[config.mk]
export PLATFORM = sky130hd
export DESIGN_NAME = execution_unit
export DESIGN_NICKNAME = d
export VERILOG_FILES = /design/src/eu_pkg.sv /design/src/operand_fetch.sv /design/src/mov_decoder.sv /design/src/register_file.sv /design/src/address_generator.sv /design/src/mov_executor.sv /design/src/execution_unit.sv
export SDC_FILE = /design/constraint.sdc
export NUM_CORES = 1
export LEC_CHECK = 0
export CAP_MARGIN = 20
export CORE_MARGIN = 8
export CORE_UTILIZATION = 61
export CTS_CLUSTER_SIZE = 14
export DETAILED_ROUTE_END_ITERATION = 8
export DONT_BUFFER_PORTS = 1
export PLACE_DENSITY = 0.82
export SLEW_MARGIN = 20
export SYNTH_ARGS = -nofsm -noshare
export SYNTH_HDL_FRONTEND = slang
export SYNTH_SLANG_ARGS = --single-unit
[constraint.sdc]
create_clock -name clk -period 11.9 [get_ports clk]
set_input_delay 0.595 -clock clk [delete_from_list [all_inputs] [get_ports clk]]
set_output_delay 0.595 -clock clk [all_outputs]
set_load 0.02 [all_outputs]
[src/eu_pkg.sv]
package eu_pkg;

    // datapath widths
    localparam int DATA_W = 16;
    localparam int ADDR_W = 20;

    typedef logic [DATA_W-1:0] word_t;
    typedef logic [7:0]        byte_t;
    typedef logic [ADDR_W-1:0] addr_t;

    // word registers are AW CW DW BW SP BP IX IY (0 to 7)
    // byte registers 0-3 are the low halves of AW..BW, 4-7 the high halves
    typedef logic [2:0] reg_id_t;

    // registers named by the 16-bit addressing modes
    localparam reg_id_t REG_BW = 3'd3;
    localparam reg_id_t REG_BP = 3'd5;
    localparam reg_id_t REG_IX = 3'd6;
    localparam reg_id_t REG_IY = 3'd7;

    // bus command, held until the done pulse
    typedef enum logic [1:0]
    {
        BUS_IDLE  = 2'd0,
        BUS_READ  = 2'd1,
        BUS_WRITE = 2'd2
    } bus_cmd_t;

    // segment choice for a memory operand
    typedef enum logic [1:0]
    {
        SEG_ES = 2'd0,
        SEG_CS = 2'd1,
        SEG_SS = 2'd2,
        SEG_DS = 2'd3
    } seg_sel_t;

    // move forms recognised by the decoder
    typedef enum logic [2:0]
    {
        MOV_NONE         = 3'd0,
        MOV_RM_FROM_R    = 3'd1,
        MOV_R_FROM_RM    = 3'd2,
        MOV_REG_FROM_IMM = 3'd3,
        MOV_RM_FROM_IMM  = 3'd4
    } mov_form_t;

endpackage

[src/operand_fetch.sv]
`timescale 1ns/1ps

module operand_fetch
(
    input  logic          clk,
    input  logic          reset,
    input  eu_pkg::byte_t prefetch_data,
    input  logic          queue_empty,
    input  logic          need_modrm,
    input  logic          need_disp,
    input  logic          disp_word,
    input  logic          need_imm,
    input  logic          imm_word,
    input  logic          finish,
    output logic          queue_pop,
    output logic          start,
    output eu_pkg::byte_t opcode,
    output eu_pkg::byte_t modrm,
    output eu_pkg::word_t disp,
    output eu_pkg::word_t imm
);
    import eu_pkg::*;

    typedef enum logic [2:0]
    {
        ST_OPCODE,
        ST_MODRM,
        ST_DISP_LO,
        ST_DISP_HI,
        ST_IMM_LO,
        ST_IMM_HI,
        ST_EXEC
    } fetch_state_t;

    fetch_state_t state;
    fetch_state_t next_state;
    fetch_state_t after_disp;
    byte_t        opcode_q;
    byte_t        modrm_q;
    logic         run;
    logic         take;

    // the decoder looks at the byte being taken, so the next state is known now
    assign opcode = (state == ST_OPCODE) ? prefetch_data : opcode_q;
    assign modrm  = (state == ST_MODRM) ? prefetch_data : modrm_q;

    // one byte per cycle while fetching and the queue has data
    assign take      = run && (state != ST_EXEC) && !queue_empty;
    assign queue_pop = take;

    assign after_disp = need_imm ? ST_IMM_LO : ST_EXEC;

    always_comb
    begin
        next_state = state;
        if (state == ST_EXEC)
        begin
            if (finish)
                next_state = ST_OPCODE;
        end
        else if (take)
        begin
            case (state)
                ST_OPCODE:  next_state = need_modrm ? ST_MODRM : after_disp;
                ST_MODRM:   next_state = need_disp ? ST_DISP_LO : after_disp;
                ST_DISP_LO: next_state = disp_word ? ST_DISP_HI : after_disp;
                ST_DISP_HI: next_state = after_disp;
                ST_IMM_LO:  next_state = imm_word ? ST_IMM_HI : ST_EXEC;
                default:    next_state = ST_EXEC;
            endcase
        end
    end

    always_ff @(posedge clk)
    begin
        if (reset)
        begin
            state <= ST_OPCODE;
            run   <= 1'b0;
            start <= 1'b0;
        end
        else
        begin
            // fetch begins the cycle after reset is released
            run   <= 1'b1;
            state <= next_state;
            // start strobes for the first execute cycle only
            start <= (state != ST_EXEC) && (next_state == ST_EXEC);
        end
    end

    // instruction bytes land in the register of the current state
    always_ff @(posedge clk)
    begin
        if (take)
        begin
            case (state)
                ST_OPCODE:  opcode_q   <= prefetch_data;
                ST_MODRM:   modrm_q    <= prefetch_data;
                ST_DISP_LO: disp[7:0]  <= prefetch_data;
                ST_DISP_HI: disp[15:8] <= prefetch_data;
                ST_IMM_LO:  imm[7:0]   <= prefetch_data;
                ST_IMM_HI:  imm[15:8]  <= prefetch_data;
                default:    ;
            endcase
        end
    end

    // never pop an empty queue
    assert property (@(posedge clk) disable iff (reset) queue_pop |-> !queue_empty);

endmodule

[src/mov_decoder.sv]
`timescale 1ns/1ps

module mov_decoder
(
    input  eu_pkg::byte_t     opcode,
    input  eu_pkg::byte_t     modrm,
    output logic              need_modrm,
    output logic              need_disp,
    output logic              disp_word,
    output logic              need_imm,
    output logic              imm_word,
    output eu_pkg::mov_form_t form,
    output logic              word_op,
    output eu_pkg::reg_id_t   reg_field,
    output logic              rm_is_reg,
    output eu_pkg::reg_id_t   rm_reg,
    output eu_pkg::reg_id_t   base_sel,
    output eu_pkg::reg_id_t   index_sel,
    output logic              use_base,
    output logic              use_index,
    output eu_pkg::seg_sel_t  seg
);
    import eu_pkg::*;

    logic [1:0] mode;
    reg_id_t    rm;
    logic       direct;

    assign mode   = modrm[7:6];
    assign rm     = modrm[2:0];
    // mod 00 rm 110 is a bare 16-bit address
    assign direct = (mode == 2'b00) && (rm == 3'd6);

    always_comb
    begin
        need_modrm = 1'b0;
        need_imm   = 1'b0;
        imm_word   = 1'b0;
        form       = MOV_NONE;
        word_op    = 1'b0;
        reg_field  = modrm[5:3];
        casez (opcode)
            // 88/89 store reg, 8A/8B load reg; bit 1 is direction, bit 0 size
            8'b1000_10??:
            begin
                need_modrm = 1'b1;
                form       = opcode[1] ? MOV_R_FROM_RM : MOV_RM_FROM_R;
                word_op    = opcode[0];
            end
            // B0-BF, register and size sit in the opcode
            8'b1011_????:
            begin
                need_imm  = 1'b1;
                imm_word  = opcode[3];
                form      = MOV_REG_FROM_IMM;
                word_op   = opcode[3];
                reg_field = opcode[2:0];
            end
            // C6/C7 immediate to rm
            8'b1100_011?:
            begin
                need_modrm = 1'b1;
                need_imm   = 1'b1;
                imm_word   = opcode[0];
                form       = MOV_RM_FROM_IMM;
                word_op    = opcode[0];
            end
            // anything else is a one byte no-op
            default: ;
        endcase
    end

    assign need_disp = need_modrm && ((mode == 2'b01) || (mode == 2'b10) || direct);
    assign disp_word = (mode == 2'b10) || direct;
    assign rm_is_reg = (mode == 2'b11);
    assign rm_reg    = rm;

    // rm 0-3 pair a base with an index, 4-5 index only, 6-7 base only
    assign use_index = (rm < 3'd6);
    assign index_sel = rm[0] ? REG_IY : REG_IX;
    assign use_base  = (rm != 3'd4) && (rm != 3'd5) && !direct;
    assign base_sel  = ((rm == 3'd2) || (rm == 3'd3) || (rm == 3'd6)) ? REG_BP : REG_BW;

    // BP-based modes default to the stack segment
    assign seg = (use_base && (base_sel == REG_BP)) ? SEG_SS : SEG_DS;

endmodule

[src/register_file.sv]
`timescale 1ns/1ps

module register_file
(
    input  logic            clk,
    input  logic            reset,
    input  logic            write_enable,
    input  eu_pkg::reg_id_t write_id,
    input  logic            write_word,
    input  eu_pkg::word_t   write_data,
    input  eu_pkg::reg_id_t read_id,
    input  logic            read_word,
    input  eu_pkg::reg_id_t base_sel,
    input  eu_pkg::reg_id_t index_sel,
    output eu_pkg::word_t   read_data,
    output eu_pkg::word_t   base_data,
    output eu_pkg::word_t   index_data
);
    import eu_pkg::*;

    word_t   regs [0:7];
    reg_id_t read_pair;
    reg_id_t write_pair;
    byte_t   read_byte;

    // byte codes map onto the first four words
    assign read_pair  = {1'b0, read_id[1:0]};
    assign write_pair = {1'b0, write_id[1:0]};

    // bit 2 of a byte code picks the high half
    assign read_byte = read_id[2] ? regs[read_pair][15:8] : regs[read_pair][7:0];
    assign read_data = read_word ? regs[read_id] : {8'h00, read_byte};

    // address ports for the effective address
    assign base_data  = regs[base_sel];
    assign index_data = regs[index_sel];

    always_ff @(posedge clk)
    begin
        if (reset)
        begin
            for (int i = 0; i < 8; i++)
                regs[i] <= '0;
        end
        else if (write_enable)
        begin
            if (write_word)
                regs[write_id] <= write_data;
            // byte writes leave the other half alone
            else if (write_id[2])
                regs[write_pair][15:8] <= write_data[7:0];
            else
                regs[write_pair][7:0] <= write_data[7:0];
        end
    end

endmodule

[src/address_generator.sv]
`timescale 1ns/1ps

module address_generator
(
    input  eu_pkg::seg_sel_t seg,
    input  eu_pkg::word_t    es,
    input  eu_pkg::word_t    cs,
    input  eu_pkg::word_t    ss,
    input  eu_pkg::word_t    ds,
    input  eu_pkg::word_t    base_data,
    input  eu_pkg::word_t    index_data,
    input  logic             use_base,
    input  logic             use_index,
    input  eu_pkg::word_t    disp,
    input  logic             disp_word,
    input  logic             need_disp,
    output eu_pkg::addr_t    physical
);
    import eu_pkg::*;

    word_t seg_base;
    word_t disp_ext;
    word_t offset;

    always_comb
    begin
        case (seg)
            SEG_ES:  seg_base = es;
            SEG_CS:  seg_base = cs;
            SEG_SS:  seg_base = ss;
            default: seg_base = ds;
        endcase
    end

    // 8-bit displacement is signed
    assign disp_ext = !need_disp ? '0 : disp_word ? disp : {{8{disp[7]}}, disp[7:0]};

    // effective address wraps inside the 64K segment
    assign offset = (use_base ? base_data : '0) + (use_index ? index_data : '0) + disp_ext;

    // segment * 16 + offset, carry past bit 19 is dropped
    assign physical = {seg_base, 4'h0} + {4'h0, offset};

endmodule

[src/mov_executor.sv]
`timescale 1ns/1ps

module mov_executor
(
    input  logic              clk,
    input  logic              reset,
    input  logic              start,
    input  eu_pkg::mov_form_t form,
    input  logic              word_op,
    input  eu_pkg::reg_id_t   reg_field,
    input  logic              rm_is_reg,
    input  eu_pkg::reg_id_t   rm_reg,
    input  eu_pkg::word_t     imm,
    input  eu_pkg::word_t     read_data,
    input  eu_pkg::addr_t     physical,
    input  eu_pkg::word_t     data_in,
    input  logic              bus_command_done,
    output logic              finish,
    output eu_pkg::reg_id_t   read_id,
    output logic              read_word,
    output logic              write_enable,
    output eu_pkg::reg_id_t   write_id,
    output logic              write_word,
    output eu_pkg::word_t     write_data,
    output eu_pkg::bus_cmd_t  bus_command,
    output eu_pkg::addr_t     bus_address,
    output logic              bus_word,
    output eu_pkg::word_t     data_out
);
    import eu_pkg::*;

    logic mem_access;
    logic busy;
    logic bus_end;
    logic to_reg_field;

    // rm forms with mod != 11 go to memory
    assign mem_access = !rm_is_reg && ((form == MOV_RM_FROM_R) || (form == MOV_R_FROM_RM)
                        || (form == MOV_RM_FROM_IMM));
    assign busy    = (bus_command != BUS_IDLE);
    assign bus_end = busy && bus_command_done;

    // register moves and no-ops end in the start cycle, memory moves on done
    assign finish = (start && !mem_access) || bus_end;

    // the register source is reg for a store, rm for a register load
    assign read_id   = (form == MOV_RM_FROM_R) ? reg_field : rm_reg;
    assign read_word = word_op;

    assign to_reg_field = (form == MOV_R_FROM_RM) || (form == MOV_REG_FROM_IMM);
    assign write_id     = to_reg_field ? reg_field : rm_reg;
    assign write_word   = word_op;

    // register moves write at the start edge, memory loads at the done edge
    assign write_enable = (start && !mem_access && (form != MOV_NONE))
                          || (bus_end && (bus_command == BUS_READ));

    always_comb
    begin
        case (form)
            MOV_REG_FROM_IMM,
            MOV_RM_FROM_IMM: write_data = imm;
            MOV_R_FROM_RM:   write_data = rm_is_reg ? read_data : data_in;
            default:         write_data = read_data;
        endcase
    end

    // command issued on the edge after start, dropped on the edge after done
    always_ff @(posedge clk)
    begin
        if (reset)
            bus_command <= BUS_IDLE;
        else if (start && mem_access)
            bus_command <= (form == MOV_R_FROM_RM) ? BUS_READ : BUS_WRITE;
        else if (bus_end)
            bus_command <= BUS_IDLE;
    end

    // address, size and store data captured with the command
    always_ff @(posedge clk)
    begin
        if (start && mem_access)
        begin
            bus_address <= physical;
            bus_word    <= word_op;
            // byte stores use the low lane, read_data is already zero-extended
            data_out    <= (form == MOV_RM_FROM_IMM) ? imm : read_data;
        end
    end

    // command and address held steady until done
    assert property (@(posedge clk) disable iff (reset)
        (busy && !bus_command_done) |=> ($stable(bus_command) && $stable(bus_address)));

endmodule

[src/execution_unit.sv]
`timescale 1ns/1ps

module execution_unit
(
    input  logic             clk,
    input  logic             reset,
    input  eu_pkg::byte_t    prefetch_data,
    input  logic             queue_empty,
    input  eu_pkg::word_t    es,
    input  eu_pkg::word_t    cs,
    input  eu_pkg::word_t    ss,
    input  eu_pkg::word_t    ds,
    input  eu_pkg::word_t    data_in,
    input  logic             bus_command_done,
    output logic             queue_pop,
    output logic             instruction_done,
    output eu_pkg::bus_cmd_t bus_command,
    output eu_pkg::addr_t    bus_address,
    output logic             bus_word,
    output eu_pkg::word_t    data_out
);
    import eu_pkg::*;

    // fetch to decode
    byte_t     opcode;
    byte_t     modrm;
    word_t     disp;
    word_t     imm;
    logic      need_modrm;
    logic      need_disp;
    logic      disp_word;
    logic      need_imm;
    logic      imm_word;

    // decoded move
    mov_form_t form;
    logic      word_op;
    reg_id_t   reg_field;
    logic      rm_is_reg;
    reg_id_t   rm_reg;

    // addressing
    reg_id_t   base_sel;
    reg_id_t   index_sel;
    logic      use_base;
    logic      use_index;
    seg_sel_t  seg;
    word_t     base_data;
    word_t     index_data;
    addr_t     physical;

    // executor and register file
    logic      start;
    logic      finish;
    reg_id_t   read_id;
    logic      read_word;
    word_t     read_data;
    logic      write_enable;
    reg_id_t   write_id;
    logic      write_word;
    word_t     write_data;

    // every instruction ends with exactly one finish strobe
    assign instruction_done = finish;

    operand_fetch fetch_inst (.*);

    mov_decoder decode_inst (.*);

    register_file regfile_inst (.*);

    address_generator agen_inst (.*);

    mov_executor exec_inst (.*);

endmodule

**Word level (Yosys, flattened, before mapping)**

Memory sizes are Yosys's and may differ from the RTL's.
Index checks and enable logic that the tools add are counted.

- Bits in registers: 92
- Bits in latches: 0
- Memory bits (writable): 128
- ROM bits: 0
- Memories: 1

- Add/subtract/negate cells: 3
- Multipliers: 0
- Div/mod/pow operators: 0
- Magnitude comparators: 1
- Eq/ne operators: 27
- Shifts and indexed selects: 0
- Multiplexer cells: 59
- Bitwise logic cells: 0
- Reduce and logical (&&, ||, !) cells: 43

Memories:

| name | words | bits a word | read ports | clocked after Yosys merged registers in | wr ports | line | RTL |
|---|---|---|---|---|---|---|---|
| regfile_inst.regs | 8 | 16 | 4 | 0 | 8 | register_file.sv:21 | `word_t regs [0:7];` |

Operator list:

| cell | number |
|---|---|
| $mux W16 | 9 |
| $pmux W16 S3 | 1 |
| $mux W3 | 12 |
| $add A16 B16 Y16 | 2 |
| $pmux W16 S2 | 1 |
| $reduce_or A16 Y1 | 2 |
| $mux W8 | 3 |
| $mux W1 | 22 |
| $eq A3 B3 Y1 const B | 7 |
| $add A20 B16 Y20 | 1 |
| $eq A3 B2 Y1 const B | 6 |
| $pmux W3 S5 | 1 |
| $logic_and A1 B1 Y1 | 14 |
| $mux W2 | 7 |
| $logic_or A1 B1 Y1 | 10 |
| $ne A3 B3 Y1 const B | 3 |
| $pmux W3 S3 | 1 |
| $reduce_and A2 Y1 | 4 |
| $eq A7 B7 Y1 const B | 1 |
| $eq A2 B1 Y1 const B | 3 |
| $eq A2 B2 Y1 const B | 3 |
| $eq A3 B1 Y1 const B | 2 |
| $eq A6 B6 Y1 const B | 1 |
| $reduce_or A2 Y1 | 3 |
| other kinds (8) | 14 |

**Longest topological paths before layout**

- Word-level depth: 18
- Gate-level depth with buffers: 32
- Mapped depth without buffers: 28

**Hierarchy**

Synthesis repeated with hierarchy kept, for this count alone.

- Cell total of the unflattened synthesis: 1172
- Area total of the unflattened synthesis: 14873.0 µm²

By module, submodules not included:

| module | times used | cells an instance | area each (µm²) | sequential area each (µm²) |
|---|---|---|---|---|
| register_file | 1 | 549 | 8040.2 | 3843.7 |
| address_generator | 1 | 288 | 2328.5 | 0.0 |
| mov_executor | 1 | 173 | 2134.5 | 1151.1 |
| operand_fetch | 1 | 115 | 2035.7 | 1541.5 |
| mov_decoder | 1 | 47 | 334.1 | 0.0 |

**Worst setup path before layout**

OpenSTA, ideal clock, no wires.

- Path type: register -> register
- From: reg fetch_inst.state[2]
- To: reg exec_inst.bus_address[17], data pin
- Setup time: 272 ps
- Arrival: 5956 ps
- Data required time: 11628 ps
- Path slack: 5672 ps
- Stages on the path, launching flop included: 32
- Path buffers: 4
- Period minus slack after synthesis: 6228 ps
- Path through: dfxtp_1 buf_4 or3b_1 buf_6 mux2i_4 inv_2 and2_1 buf_2 a31oi_1 nor3_1 clkbuf_1 nand2_1 fa_1 inv_1 ha_1 inv_1 fa_1 inv_1 a21oi_1 o21bai_1 a21o_1 a31o_2 a41oi_1 a21oi_1 xor2_1 ha_1 or2_2 a21oi_1 a211oi_1 o21ai_0 xor2_1 mux2i_1

- Longest elaborated chain between the ends: 12
- Elaborated cells on any way between the ends: 44
- Those cells by class: add/sub: 3; order compare: 1; eq/ne: 13; mux: 11; reduce/logical: 15; memory: 1

RTL lines:

| what | line | RTL |
|---|---|---|
| from (decl) | operand_fetch.sv:35 | `fetch_state_t state;` |
| from (signal assigned) | operand_fetch.sv:86 | `state <= next_state;` |
| $eq A3 B1 Y1 * | operand_fetch.sv:45 | `assign modrm = (state == ST_MODRM) ? prefetch_data : modrm_q;` |
| $mux W8 * | operand_fetch.sv:45 |  |
| named net decode_inst.modrm[1] | mov_decoder.sv:6 | `input eu_pkg::byte_t modrm,` |
| branches (longest 9 deep; another with $mem_v2 Z8 W16) | -- |  |
| $add A20 B16 Y20 * | address_generator.sv:42 | `assign physical = {seg_base, 4'h0} + {4'h0, offset};` |
| named net agen_inst.physical[17] | address_generator.sv:17 | `output eu_pkg::addr_t physical` |
| to (signal assigned) | mov_executor.sv:84 | `bus_address <= physical;` |
| to (decl) | mov_executor.sv:26 | `output eu_pkg::addr_t bus_address,` |

Mark *: on every way through the listed nets, which the timed path passes.
A chain may end at the register's enable or synchronous reset.

**Worst setup path after layout**

- From: reg fetch_inst.state[0]
- To: reg exec_inst.bus_address[17], data pin

The elaborated chain is that of the path after synthesis.

==> impl_metrics.json <==
{
  "status": "finished, final reports clean",
  "wl_per_cell_um": 24.8,
  "yosys.area.top_type": "edfxtp_1",
  "cts_tree": "built",
  "clockPowerShare_pct": 34.3,
  "max_freq_mhz": 131,
  "ys_seq_area_share_pct": 49.4,
  "grt_pass1_wl_um": 56600,
  "crit_slowest_cell": "and2_1",
  "ys.warnings.count": 0,
  "gr-total-overflow": 0,
  "nets": 1357,
  "cts_buffers": 25,
  "num_rows": 54,
  "pwr-share-seq_pct": 42.0,
  "synth_area_um2": 13200,
  "reg2reg_slack_ps": 4250,
  "internal-power_uw": 1500,
  "synth_compound_area_share_pct": 14.3,
  "drt_iter0_drc": 1313,
  "portBuffers": 0,
  "worst_ir_drop_vdd_v": 0.000127,
  "worst_ep_arrival_time_ps": 7910,
  "path_max_fanout": 18,
  "endpoint_kind": "flip-flop",
  "critPathKind": "reg -> reg",
  "die_h_um": 163,
  "path_clk_slew_ps": 60,
  "dieWidth_um": 163,
  "muxShareOfSynthArea_pct": 6.98,
  "combinationalPowerShare_pct": 23.7,
  "syn_inst": 1229,
  "slew_headroom_pct": 28.1,
  "synthAdderAreaFrac_pct": 5.32,
  "fin_worst_skew_ps": 17.5,
  "ys_types": 86,
  "firstDrtPassIters": 6,
  "core_um2": 21600,
  "synth_flop_cell": "edfxtp_1",
  "synth_xor_area_share_pct": 1.92,
  "setup_viol": 0,
  "p_sw_uw": 663,
  "synth.top_cells.by_count": "nand2_1, edfxtp_1, nor2_1",
  "synth_nets": 1367,
  "avgSynthCellArea_um2": 10.8,
  "ant_nets": 0,
  "drc": 0,
  "min_path_type": "in -> reg",
  "h-tree-depth": 1,
  "fin_tns_setup_ps": 0,
  "max_stage_delay_ps": 720,
  "antenna_found_initial": 2,
  "tightestPinTransition_ps": 1080,
  "die-area_um2": 26600,
  "vias": 10100,
  "cellLeakagePower_uw": 0.00532,
  "cts_buffer_depth": 3,
  "cts.hold.buffers_added": 0,
  "clockRootBuffer": "clkbuf_16",
  "drv_cap": 0,
  "final_util_pct": 65.7,
  "avgViaCountPerCell": 6.64,
  "io_pins": 133,
  "period_needed_ps": 7650,
  "hpwl_um": 27600,
  "drive_gt1_share_pct": 11.7,
  "clk_latency_ps": 540,
  "rsz0062_at_grt": "false",
  "maxSlewViolCount": 0,
  "synth_edf_count": 213,
  "ctsResizeCount": 0,
  "grt_pass1_vias": 10000,
  "synth_top_area_share_pct": 48.4,
  "critPathRequiredTime_ps": 12160,
  "synthTopCellsByArea": "edfxtp_1, nand2_1, mux2i_1",
  "place_congestion": 0.981,
  "hold_viol": 0,
  "start_util_pct": 61.3,
  "swShare_pct": 30.6,
  "post_cts_buffers": 0,
  "grt_use_total_pct": 27.7,
  "grt_max_degree": 43,
  "period_share_pct": 64.3,
  "area_growth_pct": 7.11,
  "clock_sinks": 220,
  "crit_path_start_kind": "flip-flop",
  "fillCellCount": 1654,
  "synth_top_family_by_area": "simple AND/OR/NAND/NOR gates",
  "async_flop_share_pct": 0,
  "yosys.area_share.simple_pct": 17.7,
  "yosys_register_bits": 220,
  "synth.most_common_cell": "nand2_1",
  "power.density_nw_per_um2": 153,
  "routed_wl_um": 37700
}
[cell families after synthesis]
logic type | count (synthesis)
simple gates | 480
compound gates | 249
flops | 220
buf+inv | 122
mux | 83
fa+ha+maj | 46
xor+xnor | 29
[cells in the final DEF (no fill, tap or decap), types with 21 or more instances in the layout]
cell type	count
clkbuf_16	25
a21oi_1	51
ha_1	29
inv_1	64
a32oi_1	21
nor3_1	45
o21ai_0	40
nand3_1	24
nor2_1	84
nand2_1	221
a211oi_1	27
mux2i_1	43
edfxtp_1	213
mux2_2	34
and2b_1	24
xnor2_1	21
a21o_1	25
[flip-flops by register name (all words and copies together), names as in the netlist]
| register | cells |
|---|---|
| exec_inst.bus_address | 20 |
| exec_inst.bus_command | 2 |
| exec_inst.bus_word | 1 |
| exec_inst.data_out | 16 |
| fetch_inst.disp | 16 |
| fetch_inst.imm | 16 |
| fetch_inst.modrm_q | 8 |
| fetch_inst.opcode_q | 8 |
| fetch_inst.run | 1 |
| fetch_inst.start | 1 |
| fetch_inst.state | 3 |
| regfile_inst.regs | 128 |
[stage by stage]
step / instance area, um^2 / hold WS (ps) / total power (uW) / setup slack (ps) / instances
final: 14200 / 125 / 2170 / 4250 / 1519
after global routing: 14200 / 116 / 2240 / 3720 / 1518
after CTS: 14100 / 112 / 2160 / 4380 / 1516
after detailed placement: 13400 / 578 / 1430 / 4450 / 1471
after global placement: 13400 / 559 / 1410 / 4770 / 1471
after floorplan: 13200 / 522 / 1300 / 5670 / 1229
[power groups by stage]
stage               Combinational [uW]  Clock [uW]  Sequential (uW)
floorplan                          386           0              917
global placement                   485           0              923
detailed placement                 502           0              925
CTS                                505         745              909
global route                       558         773              911
finish                             513         743              909
[layout make-up]
class	instances	area (um^2)	share of cell area, %
multi-input cells	887	6120	43.2
clock inverters	14	120	0.848
clock buffers	31	648	4.58
flip-flops and latches	220	6540	46.2
well taps	280	350	2.47
inverters	69	259	1.83
diodes	2	5.00	0.0353
repair buffers	16	120	0.848
[routing by layer]
metal  global-route usage [%]  vias up  share of wire (%)
li1                         -     4477                  -
met1                     34.4     4855                 37
met2                     45.7      614                 47
met3                     5.42      140                 11
met4                     13.7        2                5.5
met5                        0        -              0.034
[critical path: cells and delay by family, from the launching register on]
family                     cells  cell delay, ps
adders and majority gates      4            1380
DFF                            1             570
muxes                          2             370
buffers and inverters          5             650
xor gates and xnor gates       2             360
AOI/OAI and AO/OA             10            1950
and+or+nand+nor                5            2080
[path summary, 6_finish.rpt]
check | startpoint | cells past startpoint | endpoint
min | reset | 1 | exec_inst.bus_command[1]$_SDFFE_PP0P_
max reg2reg | fetch_inst.state[0]$_SDFF_PP0_ | 28 | exec_inst.bus_address[17]$_DFFE_PP_
max | fetch_inst.state[0]$_SDFF_PP0_ | 28 | exec_inst.bus_address[17]$_DFFE_PP_
min reg2reg | fetch_inst.imm[13]$_DFFE_PP_ | 2 | exec_inst.data_out[13]$_DFFE_PP_
(Power assumes the default switching activity.)
